**src/fdc_pkg.sv**
```systemverilog
package fdc_pkg;

	// ====================
	// widths
	// ====================
	typedef logic [1:0]  reg_addr_t;	// host register select
	typedef logic [7:0]  byte_t;
	typedef logic [19:0] img_addr_t;	// image byte address, 1 MB max
	typedef logic [10:0] len_t;		// bytes within a sector, up to 1024
	typedef logic [2:0]  size_code_t;	// fixed track geometry

	// ====================
	// host registers
	// ====================
	// command shares address 0 with status
	localparam reg_addr_t A_STATUS = 2'd0;
	localparam reg_addr_t A_TRACK  = 2'd1;
	localparam reg_addr_t A_SECTOR = 2'd2;
	localparam reg_addr_t A_DATA   = 2'd3;

	// command nibbles, upper four bits of the command byte
	localparam logic [3:0] CMD_RESTORE   = 4'h0;
	localparam logic [3:0] CMD_SEEK      = 4'h1;
	localparam logic [3:0] CMD_FORCE_INT = 4'hD;

	// ====================
	// controller states
	// ====================
	typedef enum logic [3:0] {
		IDLE,
		SEARCH,		// head settle, then sector check
		MAP,		// sector base settles, byte count loads
		READ_GAP,	// delay before the next byte
		READ_WAIT,	// drq high, host or watchdog ends the byte
		WRITE_REJECT,
		ABORT,
		WAIT,		// type I busy time
		END
	} fdc_state_t;

	// delay kinds of the shared down counter
	typedef enum logic [1:0] {TM_WAIT, TM_SETTLE, TM_GAP} timer_sel_t;

endpackage

```
**src/fdc_sector_map.sv**
```systemverilog
`timescale 1ns/1ps

module fdc_sector_map (
	input  logic                 clk_sys,
	input  logic                 rst_n,
	input  fdc_pkg::size_code_t  size_code,
	input  logic                 layout,
	input  logic                 side,
	input  logic                 input_active,
	input  fdc_pkg::img_addr_t   input_addr,
	input  fdc_pkg::byte_t       disk_track,
	input  fdc_pkg::byte_t       sector,
	input  fdc_pkg::len_t        byte_offset,
	output fdc_pkg::byte_t       sectors_per_track,
	output fdc_pkg::len_t        sector_len,
	output fdc_pkg::img_addr_t   buff_addr
);

	logic [1:0] len_code;			// 128 << len_code bytes per sector
	logic active_q, layout_r;
	fdc_pkg::img_addr_t last_addr, disk_size, half, rel, base;
	fdc_pkg::byte_t ts_idx;

	always_comb begin
		case (size_code)
			3'd1:    {sectors_per_track, len_code} = {8'd16, 2'd1};
			3'd2:    {sectors_per_track, len_code} = {8'd9, 2'd2};
			3'd3:    {sectors_per_track, len_code} = {8'd5, 2'd3};
			3'd4:    {sectors_per_track, len_code} = {8'd10, 2'd2};
			3'd5:    {sectors_per_track, len_code} = {8'd18, 2'd1};
			default: {sectors_per_track, len_code} = {8'd26, 2'd0};
		endcase
	end
	assign sector_len = 11'd128 << len_code;

	// track*2+side, or plain track when sides are stored as halves
	assign ts_idx = {disk_track[6:0], side} >> layout_r;
	assign half   = (layout_r & side) ? disk_size >> 1 : '0;
	assign rel    = 20'(ts_idx) * 20'(sectors_per_track) + 20'(sector) - 20'd1;

	always_ff @(posedge clk_sys) begin
		if (!rst_n) begin
			{active_q, layout_r} <= '0;
			disk_size <= '0;
		end else begin
			active_q <= input_active;
			if (active_q && !input_active) begin	// loader done
				disk_size <= last_addr + 20'd1;
				layout_r <= layout;
			end
		end
	end

	always_ff @(posedge clk_sys) begin
		if (input_active)
			last_addr <= input_addr;
		base <= half + ((rel << 7) << len_code);
	end

	assign buff_addr = base + 20'(byte_offset);

endmodule

```
**src/fdc_timer.sv**
```systemverilog
`timescale 1ns/1ps

module fdc_timer #(
	parameter int WAIT_CYCLES     = 4000,
	parameter int SETTLE_CYCLES   = 1023,
	parameter int GAP_CYCLES      = 15,
	parameter int WATCHDOG_CYCLES = 4096,
	parameter int INDEX_PERIOD    = 35000,
	parameter int INDEX_WIDTH     = 100
) (
	input  logic                 clk_sys,
	input  logic                 rst_n,
	input  logic                 ready,
	input  logic                 timer_load,
	input  fdc_pkg::timer_sel_t  timer_sel,
	input  logic                 wd_start,
	output logic                 delay_done,
	output logic                 wd_bark,
	output logic                 index
);

	localparam int DELAY_MAX = (WAIT_CYCLES > SETTLE_CYCLES) ?
		((WAIT_CYCLES > GAP_CYCLES) ? WAIT_CYCLES : GAP_CYCLES) :
		((SETTLE_CYCLES > GAP_CYCLES) ? SETTLE_CYCLES : GAP_CYCLES);
	localparam int DW = $clog2(DELAY_MAX + 1);
	localparam int WW = $clog2(WATCHDOG_CYCLES + 1);
	localparam int IW = $clog2(INDEX_PERIOD + 1);

	logic [DW-1:0] delay_cnt;
	logic [WW-1:0] wd_cnt;
	logic [IW-1:0] index_cnt;
	logic delay_run, wd_run;

	// a load in flight masks the old count reaching zero
	assign delay_done = delay_run && delay_cnt == '0 && !timer_load;
	assign wd_bark    = wd_run && wd_cnt == '0 && !wd_start;

	always_ff @(posedge clk_sys) begin
		if (!rst_n) begin
			{delay_run, wd_run, index} <= '0;
			delay_cnt <= '0;
			wd_cnt <= '0;
			index_cnt <= '0;
		end else begin
			if (timer_load) begin
				delay_run <= 1'b1;
				case (timer_sel)
					fdc_pkg::TM_WAIT:   delay_cnt <= DW'(WAIT_CYCLES);
					fdc_pkg::TM_SETTLE: delay_cnt <= DW'(SETTLE_CYCLES);
					default:            delay_cnt <= DW'(GAP_CYCLES);
				endcase
			end else if (delay_cnt != '0) delay_cnt <= delay_cnt - 1'b1;
			else delay_run <= 1'b0;

			if (wd_start) begin
				wd_run <= 1'b1;
				wd_cnt <= WW'(WATCHDOG_CYCLES);
			end else if (wd_cnt != '0) wd_cnt <= wd_cnt - 1'b1;
			else wd_run <= 1'b0;

			// free-running index, held at zero without a disk
			if (!ready) index_cnt <= '0;
			else if (index_cnt == '0) index_cnt <= IW'(INDEX_PERIOD - 1);
			else index_cnt <= index_cnt - 1'b1;
			index <= ready && index_cnt < IW'(INDEX_WIDTH);
		end
	end

	// a pending delay is only cut short by an abort, which reloads the gap
	a_load_idle: assert property (@(posedge clk_sys) disable iff (!rst_n)
		timer_load && delay_cnt != '0 |-> timer_sel == fdc_pkg::TM_GAP);

endmodule

```
**src/fdc_host_port.sv**
```systemverilog
`timescale 1ns/1ps

module fdc_host_port (
	input  logic                clk_sys,
	input  logic                rst_n,
	input  logic                io_en,
	input  logic                rd,
	input  logic                wr,
	input  fdc_pkg::reg_addr_t  addr,
	input  fdc_pkg::byte_t      din,
	input  fdc_pkg::byte_t      status,
	input  fdc_pkg::byte_t      track,
	input  fdc_pkg::byte_t      sector,
	input  logic                idle,
	input  fdc_pkg::byte_t      buff_din,
	output fdc_pkg::byte_t      dout,
	output logic                cmd_wr,
	output logic                track_wr,
	output logic                sector_wr,
	output fdc_pkg::byte_t      wr_byte,
	output logic                data_rd_done,
	output logic                status_rd_done,
	output fdc_pkg::byte_t      data_reg,
	output logic                data_sel
);

	logic rde, wre, old_rd, old_wr;
	logic rd_rise, wr_rise, rd_fall;
	fdc_pkg::reg_addr_t cur_addr;	// address of the access in progress

	assign rde = rd & io_en;
	assign wre = wr & io_en;
	assign rd_rise = rde & ~old_rd;
	assign wr_rise = wre & ~old_wr;
	assign rd_fall = old_rd & ~rde;

	// write pulses land on the edge that first sees wr
	assign cmd_wr    = wr_rise && addr == fdc_pkg::A_STATUS;
	assign track_wr  = wr_rise && addr == fdc_pkg::A_TRACK;
	assign sector_wr = wr_rise && addr == fdc_pkg::A_SECTOR;
	assign wr_byte   = din;

	// reads finish when rd drops
	assign data_rd_done   = rd_fall && cur_addr == fdc_pkg::A_DATA;
	assign status_rd_done = rd_fall && cur_addr == fdc_pkg::A_STATUS;

	assign data_sel = (addr == fdc_pkg::A_DATA);

	always_comb begin
		case (addr)
			fdc_pkg::A_STATUS: dout = status;
			fdc_pkg::A_TRACK:  dout = track;
			fdc_pkg::A_SECTOR: dout = sector;
			default:           dout = idle ? data_reg : buff_din;	// image byte mid-command
		endcase
	end

	always_ff @(posedge clk_sys) begin
		if (!rst_n) begin
			{old_rd, old_wr} <= '0;
			cur_addr <= fdc_pkg::A_STATUS;
			data_reg <= '0;
		end else begin
			old_rd <= rde;
			old_wr <= wre;
			if (rd_rise || wr_rise)
				cur_addr <= addr;
			if (wr_rise && data_sel)
				data_reg <= din;
		end
	end

endmodule

```
**src/fdc_cmd_fsm.sv**
```systemverilog
`timescale 1ns/1ps

module fdc_cmd_fsm (
	input  logic                 clk_sys,
	input  logic                 rst_n,
	input  logic                 cmd_wr,
	input  fdc_pkg::byte_t       cmd_byte,
	input  logic                 track_wr,
	input  logic                 sector_wr,
	input  fdc_pkg::byte_t       wr_byte,
	input  logic                 data_rd_done,
	input  logic                 status_rd_done,
	input  fdc_pkg::byte_t       data_reg,
	input  logic                 data_sel,
	input  logic                 ready,
	input  logic                 index,
	input  logic                 delay_done,
	input  logic                 wd_bark,
	input  fdc_pkg::byte_t       sectors_per_track,
	input  fdc_pkg::len_t        sector_len,
	output fdc_pkg::byte_t       status,
	output fdc_pkg::byte_t       track,
	output fdc_pkg::byte_t       sector,
	output fdc_pkg::byte_t       disk_track,	// real head position
	output logic                 idle,
	output logic                 drq,
	output logic                 busy,
	output logic                 intrq,
	output logic                 timer_load,
	output fdc_pkg::timer_sel_t  timer_sel,
	output logic                 wd_start,
	output fdc_pkg::len_t        byte_offset,
	output logic                 buff_read
);

	fdc_pkg::fdc_state_t state;
	fdc_pkg::len_t remaining;	// bytes left in the current sector
	fdc_pkg::byte_t next_track;
	logic cmd_mode;			// 0 type I status, 1 type II
	logic s_wpe, s_headloaded, s_seekerr, s_lostdata, s_wrfault;
	logic step_dir;			// 1 steps out
	logic multisector, buff_rd;

	// explicit direction in bit 6/5, else the remembered one
	assign next_track = (cmd_byte[6] ? cmd_byte[5] : step_dir) ?
		disk_track - 8'd1 : disk_track + 8'd1;

	assign idle      = (state == fdc_pkg::IDLE);
	assign buff_read = data_sel & buff_rd;

	// crc error bit is always 0
	assign status = cmd_mode ?
		{~ready, s_wpe, s_wrfault, s_seekerr | ~ready, 1'b0, s_lostdata, drq, busy} :
		{~ready, s_wpe, s_headloaded, s_seekerr | ~ready, 1'b0,
			disk_track == 8'd0, index, busy};

	always_ff @(posedge clk_sys) begin
		timer_load <= 1'b0;
		wd_start   <= 1'b0;
		if (!rst_n) begin
			state <= fdc_pkg::IDLE;
			timer_sel <= fdc_pkg::TM_WAIT;
			{drq, busy, intrq} <= '0;
			{s_headloaded, s_seekerr, s_lostdata, s_wrfault} <= '0;
			{cmd_mode, s_wpe, step_dir, multisector, buff_rd} <= '0;
			track <= '0;
			sector <= '0;
			disk_track <= '0;
			byte_offset <= '0;
			remaining <= '0;
		end else begin
			// status read ends before the state logic can raise a new interrupt
			if (status_rd_done)
				intrq <= 1'b0;

			case (state)
				fdc_pkg::IDLE: ;
				fdc_pkg::SEARCH: if (delay_done) begin
					if (!ready || sector == 8'd0 || sector > sectors_per_track) begin
						s_seekerr <= 1'b1;
						state <= fdc_pkg::END;
					end else begin
						state <= fdc_pkg::MAP;
					end
				end
				fdc_pkg::MAP: begin
					byte_offset <= '0;
					remaining <= sector_len;
					timer_load <= 1'b1;
					timer_sel <= fdc_pkg::TM_GAP;
					state <= fdc_pkg::READ_GAP;
				end
				fdc_pkg::READ_GAP: if (delay_done) begin
					drq <= 1'b1;
					wd_start <= 1'b1;
					state <= fdc_pkg::READ_WAIT;
				end
				fdc_pkg::READ_WAIT: if (wd_bark || data_rd_done) begin
					drq <= 1'b0;
					if (wd_bark && !data_rd_done)
						s_lostdata <= 1'b1;	// sticky until the next command
					if (remaining == 11'd1) begin
						if (multisector) begin
							sector <= sector + 8'd1;
							timer_load <= 1'b1;
							timer_sel <= fdc_pkg::TM_SETTLE;
							state <= fdc_pkg::SEARCH;
						end else begin
							state <= fdc_pkg::END;
						end
					end else begin
						byte_offset <= byte_offset + 11'd1;
						remaining <= remaining - 11'd1;
						timer_load <= 1'b1;
						timer_sel <= fdc_pkg::TM_GAP;
						state <= fdc_pkg::READ_GAP;
					end
				end
				fdc_pkg::WRITE_REJECT: if (delay_done) state <= fdc_pkg::END;
				fdc_pkg::ABORT: if (delay_done) begin
					{s_seekerr, s_lostdata, s_wrfault} <= '0;
					state <= fdc_pkg::END;
				end
				fdc_pkg::WAIT: if (delay_done) begin
					busy <= 1'b0;	// type I ends here, intrq with busy low
					intrq <= 1'b1;
					state <= fdc_pkg::IDLE;
				end
				fdc_pkg::END: begin
					{drq, busy, buff_rd} <= '0;
					intrq <= 1'b1;
					state <= fdc_pkg::IDLE;
				end
				default: state <= fdc_pkg::IDLE;
			endcase

			if (track_wr && !busy)
				track <= wr_byte;
			if (sector_wr && !busy)
				sector <= wr_byte;

			// ====================
			// command decode
			// ====================
			if (cmd_wr) begin
				intrq <= 1'b0;
				if (state == fdc_pkg::IDLE || cmd_byte[7:4] == fdc_pkg::CMD_FORCE_INT) begin
					cmd_mode <= cmd_byte[7];
					s_wpe <= ~cmd_byte[7];
					case (cmd_byte[7:4])
						fdc_pkg::CMD_RESTORE, fdc_pkg::CMD_SEEK,
						4'h2, 4'h3, 4'h4, 4'h5, 4'h6, 4'h7: begin
							if (cmd_byte[7:4] == fdc_pkg::CMD_RESTORE) begin
								track <= '0;
								disk_track <= '0;
							end else if (cmd_byte[7:4] == fdc_pkg::CMD_SEEK) begin
								track <= data_reg;
								disk_track <= data_reg;
							end else begin
								if (cmd_byte[6])
									step_dir <= cmd_byte[5];
								disk_track <= next_track;
								if (cmd_byte[4])
									track <= next_track;	// update flag
							end
							s_headloaded <= cmd_byte[3];
							busy <= 1'b1;
							timer_load <= 1'b1;
							timer_sel <= fdc_pkg::TM_WAIT;
							state <= fdc_pkg::WAIT;
						end
						4'h8, 4'h9, 4'hA, 4'hB: begin	// read / write sector, bit 5 write
							busy <= 1'b1;
							{s_seekerr, s_lostdata, s_wrfault} <= '0;
							multisector <= cmd_byte[4];
							s_wpe <= cmd_byte[5];
							timer_load <= 1'b1;
							if (cmd_byte[5]) begin
								s_wrfault <= 1'b1;	// image is read-only
								timer_sel <= fdc_pkg::TM_GAP;
								state <= fdc_pkg::WRITE_REJECT;
							end else begin
								buff_rd <= 1'b1;
								timer_sel <= fdc_pkg::TM_SETTLE;
								state <= fdc_pkg::SEARCH;
							end
						end
						fdc_pkg::CMD_FORCE_INT: begin
							cmd_mode <= 1'b0;
							drq <= 1'b0;
							if (state != fdc_pkg::IDLE) begin
								timer_load <= 1'b1;	// short gap, then END
								timer_sel <= fdc_pkg::TM_GAP;
								state <= fdc_pkg::ABORT;
							end else begin
								{s_seekerr, s_lostdata, s_wrfault, busy} <= '0;
							end
						end
						default: ;	// read address / track commands not kept
					endcase
				end
			end
		end
	end

	a_drq_busy: assert property (@(posedge clk_sys) disable iff (!rst_n) drq |-> busy);
	a_intrq_idle: assert property (@(posedge clk_sys) disable iff (!rst_n) intrq |-> !busy);

endmodule

```
**src/fdc_top.sv**
```systemverilog
`timescale 1ns/1ps

module fdc_top #(
	parameter int WAIT_CYCLES     = 4000,
	parameter int SETTLE_CYCLES   = 1023,
	parameter int GAP_CYCLES      = 15,
	parameter int WATCHDOG_CYCLES = 4096,
	parameter int INDEX_PERIOD    = 35000,
	parameter int INDEX_WIDTH     = 100
) (
	input  logic                   clk_sys,
	input  logic                   rst_n,
	input  logic                   io_en,
	input  logic                   rd,
	input  logic                   wr,
	input  fdc_pkg::reg_addr_t     addr,
	input  fdc_pkg::byte_t         din,
	output fdc_pkg::byte_t         dout,
	output logic                   drq,
	output logic                   intrq,
	output logic                   busy,
	input  fdc_pkg::size_code_t    size_code,
	input  logic                   layout,	// 0 track-side-sector, 1 side-track-sector
	input  logic                   side,
	input  logic                   ready,
	input  logic                   input_active,
	input  fdc_pkg::img_addr_t     input_addr,
	output fdc_pkg::img_addr_t     buff_addr,
	output logic                   buff_read,
	input  fdc_pkg::byte_t         buff_din
);

	logic cmd_wr, track_wr, sector_wr, data_rd_done, status_rd_done, data_sel;
	fdc_pkg::byte_t wr_byte, data_reg;
	fdc_pkg::byte_t status, track, sector, disk_track, sectors_per_track;
	logic idle;
	logic timer_load, wd_start, delay_done, wd_bark, index;
	fdc_pkg::timer_sel_t timer_sel;
	fdc_pkg::len_t sector_len, byte_offset;

	fdc_host_port u_host_port (
		.clk_sys, .rst_n, .io_en, .rd, .wr, .addr, .din,
		.status, .track, .sector, .idle, .buff_din,
		.dout, .cmd_wr, .track_wr, .sector_wr, .wr_byte,
		.data_rd_done, .status_rd_done, .data_reg, .data_sel
	);

	fdc_cmd_fsm u_cmd_fsm (
		.clk_sys, .rst_n, .cmd_wr,
		.cmd_byte (wr_byte),	// command byte arrives on the shared write byte
		.track_wr, .sector_wr, .wr_byte, .data_rd_done, .status_rd_done,
		.data_reg, .data_sel, .ready, .index, .delay_done, .wd_bark,
		.sectors_per_track, .sector_len,
		.status, .track, .sector, .disk_track, .idle, .drq, .busy, .intrq,
		.timer_load, .timer_sel, .wd_start, .byte_offset, .buff_read
	);

	fdc_timer #(
		.WAIT_CYCLES     (WAIT_CYCLES),
		.SETTLE_CYCLES   (SETTLE_CYCLES),
		.GAP_CYCLES      (GAP_CYCLES),
		.WATCHDOG_CYCLES (WATCHDOG_CYCLES),
		.INDEX_PERIOD    (INDEX_PERIOD),
		.INDEX_WIDTH     (INDEX_WIDTH)
	) u_timer (
		.clk_sys, .rst_n, .ready, .timer_load, .timer_sel, .wd_start,
		.delay_done, .wd_bark, .index
	);

	fdc_sector_map u_sector_map (
		.clk_sys, .rst_n, .size_code, .layout, .side, .input_active, .input_addr,
		.disk_track, .sector, .byte_offset,
		.sectors_per_track, .sector_len, .buff_addr
	);

endmodule

```
**config.mk**
```make
export PLATFORM = sky130hd
export DESIGN_NAME = fdc_top
export DESIGN_NICKNAME = d
export VERILOG_FILES = /design/src/fdc_pkg.sv /design/src/fdc_sector_map.sv /design/src/fdc_timer.sv /design/src/fdc_host_port.sv /design/src/fdc_cmd_fsm.sv /design/src/fdc_top.sv
export SDC_FILE = /design/constraint.sdc
export NUM_CORES = 1
export LEC_CHECK = 0
export ABC_CLOCK_PERIOD_IN_PS = 8700
export BUFFER_PORTS_ARGS = -buffer_cell sky130_fd_sc_hd__buf_2
export CAP_MARGIN = 20
export CORE_MARGIN = 2
export CORE_UTILIZATION = 62
export DETAILED_ROUTE_END_ITERATION = 8
export PLACE_DENSITY = 0.81
export SLEW_MARGIN = 10
export SYNTH_ARGS = -nofsm -noshare
export SYNTH_HDL_FRONTEND = slang
export SYNTH_HIERARCHICAL = 1
export SYNTH_SLANG_ARGS = --single-unit
```
**constraint.sdc**
```tcl
create_clock -name clk_sys -period 8.7 [get_ports clk_sys]
set_clock_uncertainty 0.2 [all_clocks]
set_input_delay 1.74 -clock clk_sys [delete_from_list [all_inputs] [get_ports clk_sys]]
set_output_delay 1.74 -clock clk_sys [all_outputs]
set_load 0.005 [all_outputs]
```
==> impl_metrics.json, run 1 <==
{
  "cts_max_level": 4,
  "drc": 0,
  "cts_resized": 0,
  "antenna_left": 0,
  "worstSetupEndpointType": "flop",
  "drtIter0Drc": 762,
  "rows": 52,
  "ir_drop_mv": 0.1260,
  "largestRegisters": "u_sector_map/base: 20 flops, u_sector_map/last_addr: 20 flops, u_sector_map/disk_size: 19 flops",
  "switching_power_mw": 0.9925,
  "place_inst": 1782,
  "yosysWarnings": 6,
  "r2r-end": "u_sector_map/base[19]",
  "synth_edf_count": 20,
  "combPwrFrac": 0.330,
  "syn_avg_cell_area_sq_um": 8.472,
  "tightest_slew_ps": 945.7,
  "cp-start-kind": "input pin",
  "worstPathArrival_ps": 7950,
  "path_cells": "buf_2, nand2b_1, clkinv_1, nand2_1, nor2_1, fa_1, fa_1, fa_1, inv_1, fa_1, inv_1, ha_1, a2111oi_0, o21ai_1, nand2_1, xnor2_1, mux2i_1, mux2i_1, ha_1, nor2b_1, o21ai_0, o21ai_0, o41ai_1, xnor2_1",
  "p_int_mw": 1.741,
  "grt_usage": 0.2763,
  "overflow": 0,
  "cts_hold_buf": 0,
  "async_flop_share": 0,
  "max_freq_mhz": 128.5,
  "synthTopCellsByArea": "dfxtp_1, ha_1, nand2_1",
  "synthMostInstantiatedCell": "nand2_1",
  "power_frac_clock": 0.282,
  "synth_common_cells": "nand2_1, dfxtp_1, nor2_1",
  "power_density_mw_per_mm2": 199.5,
  "dp_hpwl_um": 21480,
  "utilization": 0.6795,
  "timing.final.crit_share": 0.8947,
  "setup_viol": 0,
  "yosys.area.top_type_share": 0.2575,
  "seq_area_frac_synth": 0.3048,
  "grt_max_degree": 56,
  "max_stage_delay_ps": 580,
  "area_growth_pct": 8.124,
  "post_cts_buffers": 0,
  "vias_per_cell": 6.013,
  "place_area_sq_mm": 0.01311,
  "status": "finished, final reports clean",
  "synth_flop_cell": "dfxtp_1",
  "synth_cells": 1496,
  "min_path_type": "reg2reg",
  "routedWlPerCell_um": 16.29,
  "final_cells": 1816,
  "grt_antenna_before_repair": 2,
  "cts_root_buf": "clkbuf_16",
  "grt_setup_unrepaired": "false",
  "die_x_um": 147.0,
  "whs_ps": 271.3,
  "clk_pin_slew_ps": 80,
  "dieArea_sq_mm": 0.02160,
  "path_class": "in2reg",
  "final_hold_viol_count": 0,
  "cp.buffers_inverters": 4,
  "final.setup.tns_ps": 0,
  "syn_area_sq_mm": 0.01267,
  "fp.coreArea_sq_mm": 0.02017,
  "synth_cell_types": 88,
  "cap_violations": 0,
  "synth-seq-cells": 183,
  "timing.rr.start": "u_sector_map/layout_r",
  "crit_required_ps": 8870,
  "worstRegToRegCells": 22,
  "synth_area_leader_cell": "dfxtp_1",
  "finalPower_mw": 2.734,
  "totalWireLength_um": 29590,
  "p_leak_nw": 6.041,
  "path_max_fanout": 8,
  "cts_tree": "yes",
  "clk_latency_ps": 440,
  "grt_pass1_vias": 10510,
  "pre_cts_ws_ps": 645.3,
  "clock_path_buffers": 2,
  "cp-startpoint": "size_code[2]",
  "slew_headroom": 0.3647,
  "cpLargestDelayFamily": "adder cells",
  "pwr-share-seq": 0.388,
  "start_util": 0.6284,
  "grt_pass1_wl_um": 49220,
  "drt-pass1-iter-count": 5,
  "routed-via-count": 10920,
  "ios": 82,
  "die_h_um": 147.0,
  "drive_above_1_share": 0.1159,
  "finalCriticalPeriod_ps": 7784,
  "fin_area_sq_mm": 0.01370,
  "cp_slowest_cell": "fa_1",
  "port_buffers": 81,
  "fin_ws_ps": 915.7,
  "clock_sinks": 183,
  "cts_buffers": 17,
  "crit_path_frequent_cell": "fa_1",
  "finalNetCount": 1692,
  "crit_cells": 24,
  "routabilityCongestion": 0.9190,
  "worstSetupEndpoint": "u_sector_map/base[19]",
  "p_sw_frac": 0.3631,
  "regToRegSetupSlack_ps": 2240,
  "drv_slew": 0
}
[worst min-delay path by stage]
stage | cells past startpoint | slack, ps | end | start
2_1_floorplan | 2 | 230 | u_cmd_fsm/s_seekerr | u_cmd_fsm/s_seekerr
3_5_place_dp | 2 | 260 | u_cmd_fsm/intrq | u_cmd_fsm/intrq
3_3_place_gp | 2 | 250 | u_cmd_fsm/s_headloaded | u_cmd_fsm/s_headloaded
4_1_cts | 2 | 270 | u_cmd_fsm/intrq | u_cmd_fsm/intrq
6_report | 2 | 270 | u_cmd_fsm/intrq | u_cmd_fsm/intrq
5_1_grt | 2 | 310 | u_cmd_fsm/intrq | u_cmd_fsm/intrq
[worst register-to-register path, cell delays in order (launching register included)]
cell and delay (ps):
dfxtp_1 340, buf_4 330, mux2i_1 370, nor2_1 120
fa_1 580, fa_1 450, fa_1 550, inv_1 50
fa_1 490, inv_1 50, ha_1 370, a2111oi_0 510
o21ai_1 190, nand2_1 120, xnor2_1 160, mux2i_1 140
mux2i_1 150, ha_1 300, nor2b_1 160, o21ai_0 120
o21ai_0 120, o41ai_1 320, xnor2_1 170
[cells in the final DEF (no fill, tap or decap), types with 14 or more instances in the layout]
cell       count
nand2_1      169
dfxtp_1      163
nor2_1       126
a21oi_1      100
inv_1         91
buf_2         81
ha_1          80
o21ai_0       78
xnor2_1       51
nand3_1       40
mux2i_1       36
xor2_1        36
nor3_1        30
fa_1          30
and3_1        26
nand2b_1      22
edfxtp_1      20
nand4_1       18
o211a_1       18
clkbuf_16     17
or3_1         17
a211oi_1      17
nor2b_1       16
o21a_1        14
[final cells by class]
class	count	area, sq um
inverter	95	356.6
fill	1641	6465
sequential	183	3864
clock buffer	17	425.4
tap	270	337.8
multi-input combinational	1145	8087
clock inverter	15	158.9
antenna	1	2.502
timing repair buffer	90	473.0
[power by group through the flow]
stage                     Combinational, mW  Clock, mW  Sequential (mW)
after global routing                   1.01      0.818             1.07
after floorplan                       0.717          0             1.04
final                                 0.903      0.770             1.06
after global placement                0.853          0             1.07
after CTS                             0.897      0.788             1.06
after detailed placement              0.885          0             1.08
[metal layers]
layer	wire length, um	track usage	vias up
met5	13	0	-
met4	760	0.1034	2
met3	1617	0.05062	70
met2	14270	0.4711	306
met1	12930	0.3512	5199
li1	-	-	5343
[cell families after synthesis]
| group | Yosys count | share of synthesized area |
|---|---|---|
| AND/OR/NAND/NOR | 551 | 0.2198 |
| AO/OA/AOI/OAI | 320 | 0.1614 |
| flip-flops | 183 | 0.3048 |
| buffers and inverters | 177 | 0.06051 |
| adder cells (fa/ha/maj) | 110 | 0.1264 |
| XOR/XNOR | 88 | 0.06190 |
| multiplexers | 65 | 0.06456 |
| other | 2 | 0.0005925 |
No activity file was read; power rests on OpenSTA's default activity.
==> run 2: changes to the inputs <==
--- a/config.mk
+++ b/config.mk
@@ -8,10 +8,13 @@
 export ABC_CLOCK_PERIOD_IN_PS = 8700
 export BUFFER_PORTS_ARGS = -buffer_cell sky130_fd_sc_hd__buf_2
 export CAP_MARGIN = 20
+export CELL_PAD_IN_SITES_DETAIL_PLACEMENT = 0
+export CELL_PAD_IN_SITES_GLOBAL_PLACEMENT = 1
 export CORE_MARGIN = 2
-export CORE_UTILIZATION = 62
+export CORE_UTILIZATION = 48
+export CTS_BUF_LIST = sky130_fd_sc_hd__clkbuf_8
 export DETAILED_ROUTE_END_ITERATION = 8
-export PLACE_DENSITY = 0.81
+export PLACE_DENSITY_LB_ADDON = 0.1
 export SLEW_MARGIN = 10
 export SYNTH_ARGS = -nofsm -noshare
 export SYNTH_HDL_FRONTEND = slang
==> run 2 against run 1 <==
Compared with the run above:
- cell count rose by 3.5%
- non-clock buffer count unchanged
- fmax increased by 1.0%
- clock power fell by 25%
- critical path type unchanged
- global-route usage decreased by 5.4 points
- flip-flop and latch count unchanged
- highest routed layer is now met4
- via count is 2.7% lower
- wire length grew 2.9%
- hold slack improved by 6.3 ps
- first-iteration DRC count grew 2.4%
==> impl_metrics.json, run 2 (synthesized netlist as in run 1, its figures left out) <==
{
  "status": "finished, final reports clean",
  "min_path_type": "reg2reg",
  "final_cell_mix": "nand2_1, dfxtp_1, nor2_1",
  "post_cts_buffers": 0,
  "drtIter0Drc": 780,
  "seq_area_sq_mm": 0.003864,
  "largestRegisters": "u_sector_map/base: 20 flops, u_sector_map/last_addr: 20 flops, u_sector_map/disk_size: 19 flops",
  "path_max_fanout": 8,
  "place_inst": 1848,
  "antenna_left": 0,
  "worstSetupEndpointType": "flop",
  "finalCriticalPeriod_ps": 7705,
  "place_area_sq_mm": 0.01320,
  "grt_setup_unrepaired": "false",
  "fill_cells": 2518,
  "dieArea_sq_mm": 0.02772,
  "max_freq_mhz": 129.8,
  "p_leak_nw": 5.951,
  "die_x_um": 166.5,
  "clock_sinks": 183,
  "setup_viol": 0,
  "rows": 59,
  "hold_path.startpoint": "u_cmd_fsm/s_seekerr",
  "totalWireLength_um": 30450,
  "p_sw_frac": 0.3799,
  "cts_resized": 0,
  "drv_slew": 0,
  "diodes": 0,
  "routabilityCongestion": 0.8651,
  "timing.final.crit_share": 0.8856,
  "grt_antenna_before_repair": 0,
  "utilization": 0.5223,
  "crit_required_ps": 8880,
  "tightest_slew_ps": 975.7,
  "final.setup.tns_ps": 0,
  "die_h_um": 166.5,
  "final_common_cell": "nand2_1",
  "clk_pin_slew_ps": 100,
  "power_density_mw_per_mm2": 186.2,
  "clk_latency_ps": 480,
  "pre_cts_ws_ps": 626.5,
  "switching_power_mw": 0.9602,
  "routed-via-count": 10630,
  "fin_ws_ps": 995.3,
  "fp.coreArea_sq_mm": 0.02598,
  "fin_area_sq_mm": 0.01357,
  "grt_pass1_wl_um": 50950,
  "grt_pass1_vias": 9995,
  "pwr-share-seq": 0.420,
  "ir_drop_mv": 0.1501,
  "area_growth_pct": 7.078,
  "port_buffers": 81,
  "drive_above_1_share": 0.1152,
  "overflow": 0,
  "cts_root_buf": "clkbuf_8",
  "cts_max_level": 4,
  "finalNetCount": 1692,
  "grt_max_degree": 54,
  "cp-startpoint": "size_code[2]",
  "start_util": 0.4878,
  "p_int_mw": 1.567,
  "drt-pass1-iter-count": 5,
  "cap_violations": 0,
  "routedWlPerCell_um": 16.20,
  "final_cells": 1880,
  "clock_path_buffers": 2,
  "vias_per_cell": 5.653,
  "path_class": "in2reg",
  "drc": 0,
  "cts_tree": "yes",
  "slew_headroom": 0.3446,
  "grt_usage": 0.2218,
  "cts_hold_buf": 0,
  "power_frac_clock": 0.228,
  "worstPathArrival_ps": 7890,
  "cp-start-kind": "input pin",
  "final_hold_viol_count": 0,
  "timing.rr.start": "u_sector_map/layout_r",
  "multi_input_area_sq_mm": 0.008087,
  "combPwrFrac": 0.352,
  "dp_hpwl_um": 22610,
  "ios": 82,
  "cts_buffers": 17
}
==> run 2: cell count changes in the layout (fill, tap and decap cells not counted), sizes merged <==
cell    before  now
inv         98   99
clkbuf      18   17
buf         89   90
clkinv      10    9
diode        1    0
==> run 2: final cells by class <==
class / count / area share
flip-flops and latches: 183 / 0.2847
clock buffers: 17 / 0.01724
inverters: 95 / 0.02627
repair buffers: 90 / 0.03485
multi-input cells: 1145 / 0.5958
well taps: 335 / 0.03088
clock inverters: 15 / 0.01023
==> run 2: worst paths after layout <==
check	end	slack, ps	cells after the start
max	u_sector_map/base[19]	1000	24
min reg2reg	u_cmd_fsm/s_seekerr	280	2
max reg2reg	u_sector_map/base[19]	2200	22
min	u_cmd_fsm/s_seekerr	280	2
==> run 2: worst max-delay path, cell delays in order <==
cell       delay [ps]
buf_2             160
nand2b_1          270
clkinv_1          290
nand2_1           320
nor2_1            110
fa_1              560
fa_1              440
fa_1              540
inv_1              50
fa_1              490
inv_1              40
ha_1              380
a2111oi_0         500
o21ai_1           180
nand2_1           120
xnor2_1           160
mux2i_1           140
mux2i_1           170
ha_1              290
nor2b_1           160
o21ai_0           120
o21ai_0           140
o41ai_1           330
xnor2_1           160
==> run 2: power by group through the flow <==
stage          Clock, mW  Combinational, mW  Sequential (mW)
6_report           0.576              0.890             1.06
5_1_grt            0.631               1.01             1.08
4_1_cts            0.597              0.890             1.06
3_5_place_dp           0              0.885             1.08
3_3_place_gp           0              0.880             1.07
2_1_floorplan          0              0.717             1.04
==> run 2: layer usage <==
metal | wire, um | track usage | part of all wire
met1 | 15020 | 0.3150 | 0.49
met2 | 13670 | 0.3570 | 0.45
met3 | 1387 | 0.03256 | 0.046
met4 | 380 | 0.05360 | 0.012
met5 | 0 | 0 | 0
==> run 2: stage by stage <==
| stage | hold slack [ps] | power, mW |
|---|---|---|
| floorplan | 231.2 | 1.761 |
| global placement | 247.7 | 1.955 |
| detailed placement | 260.9 | 1.963 |
| CTS | 277.3 | 2.547 |
| global route | 305.1 | 2.713 |
| finish | 277.5 | 2.527 |
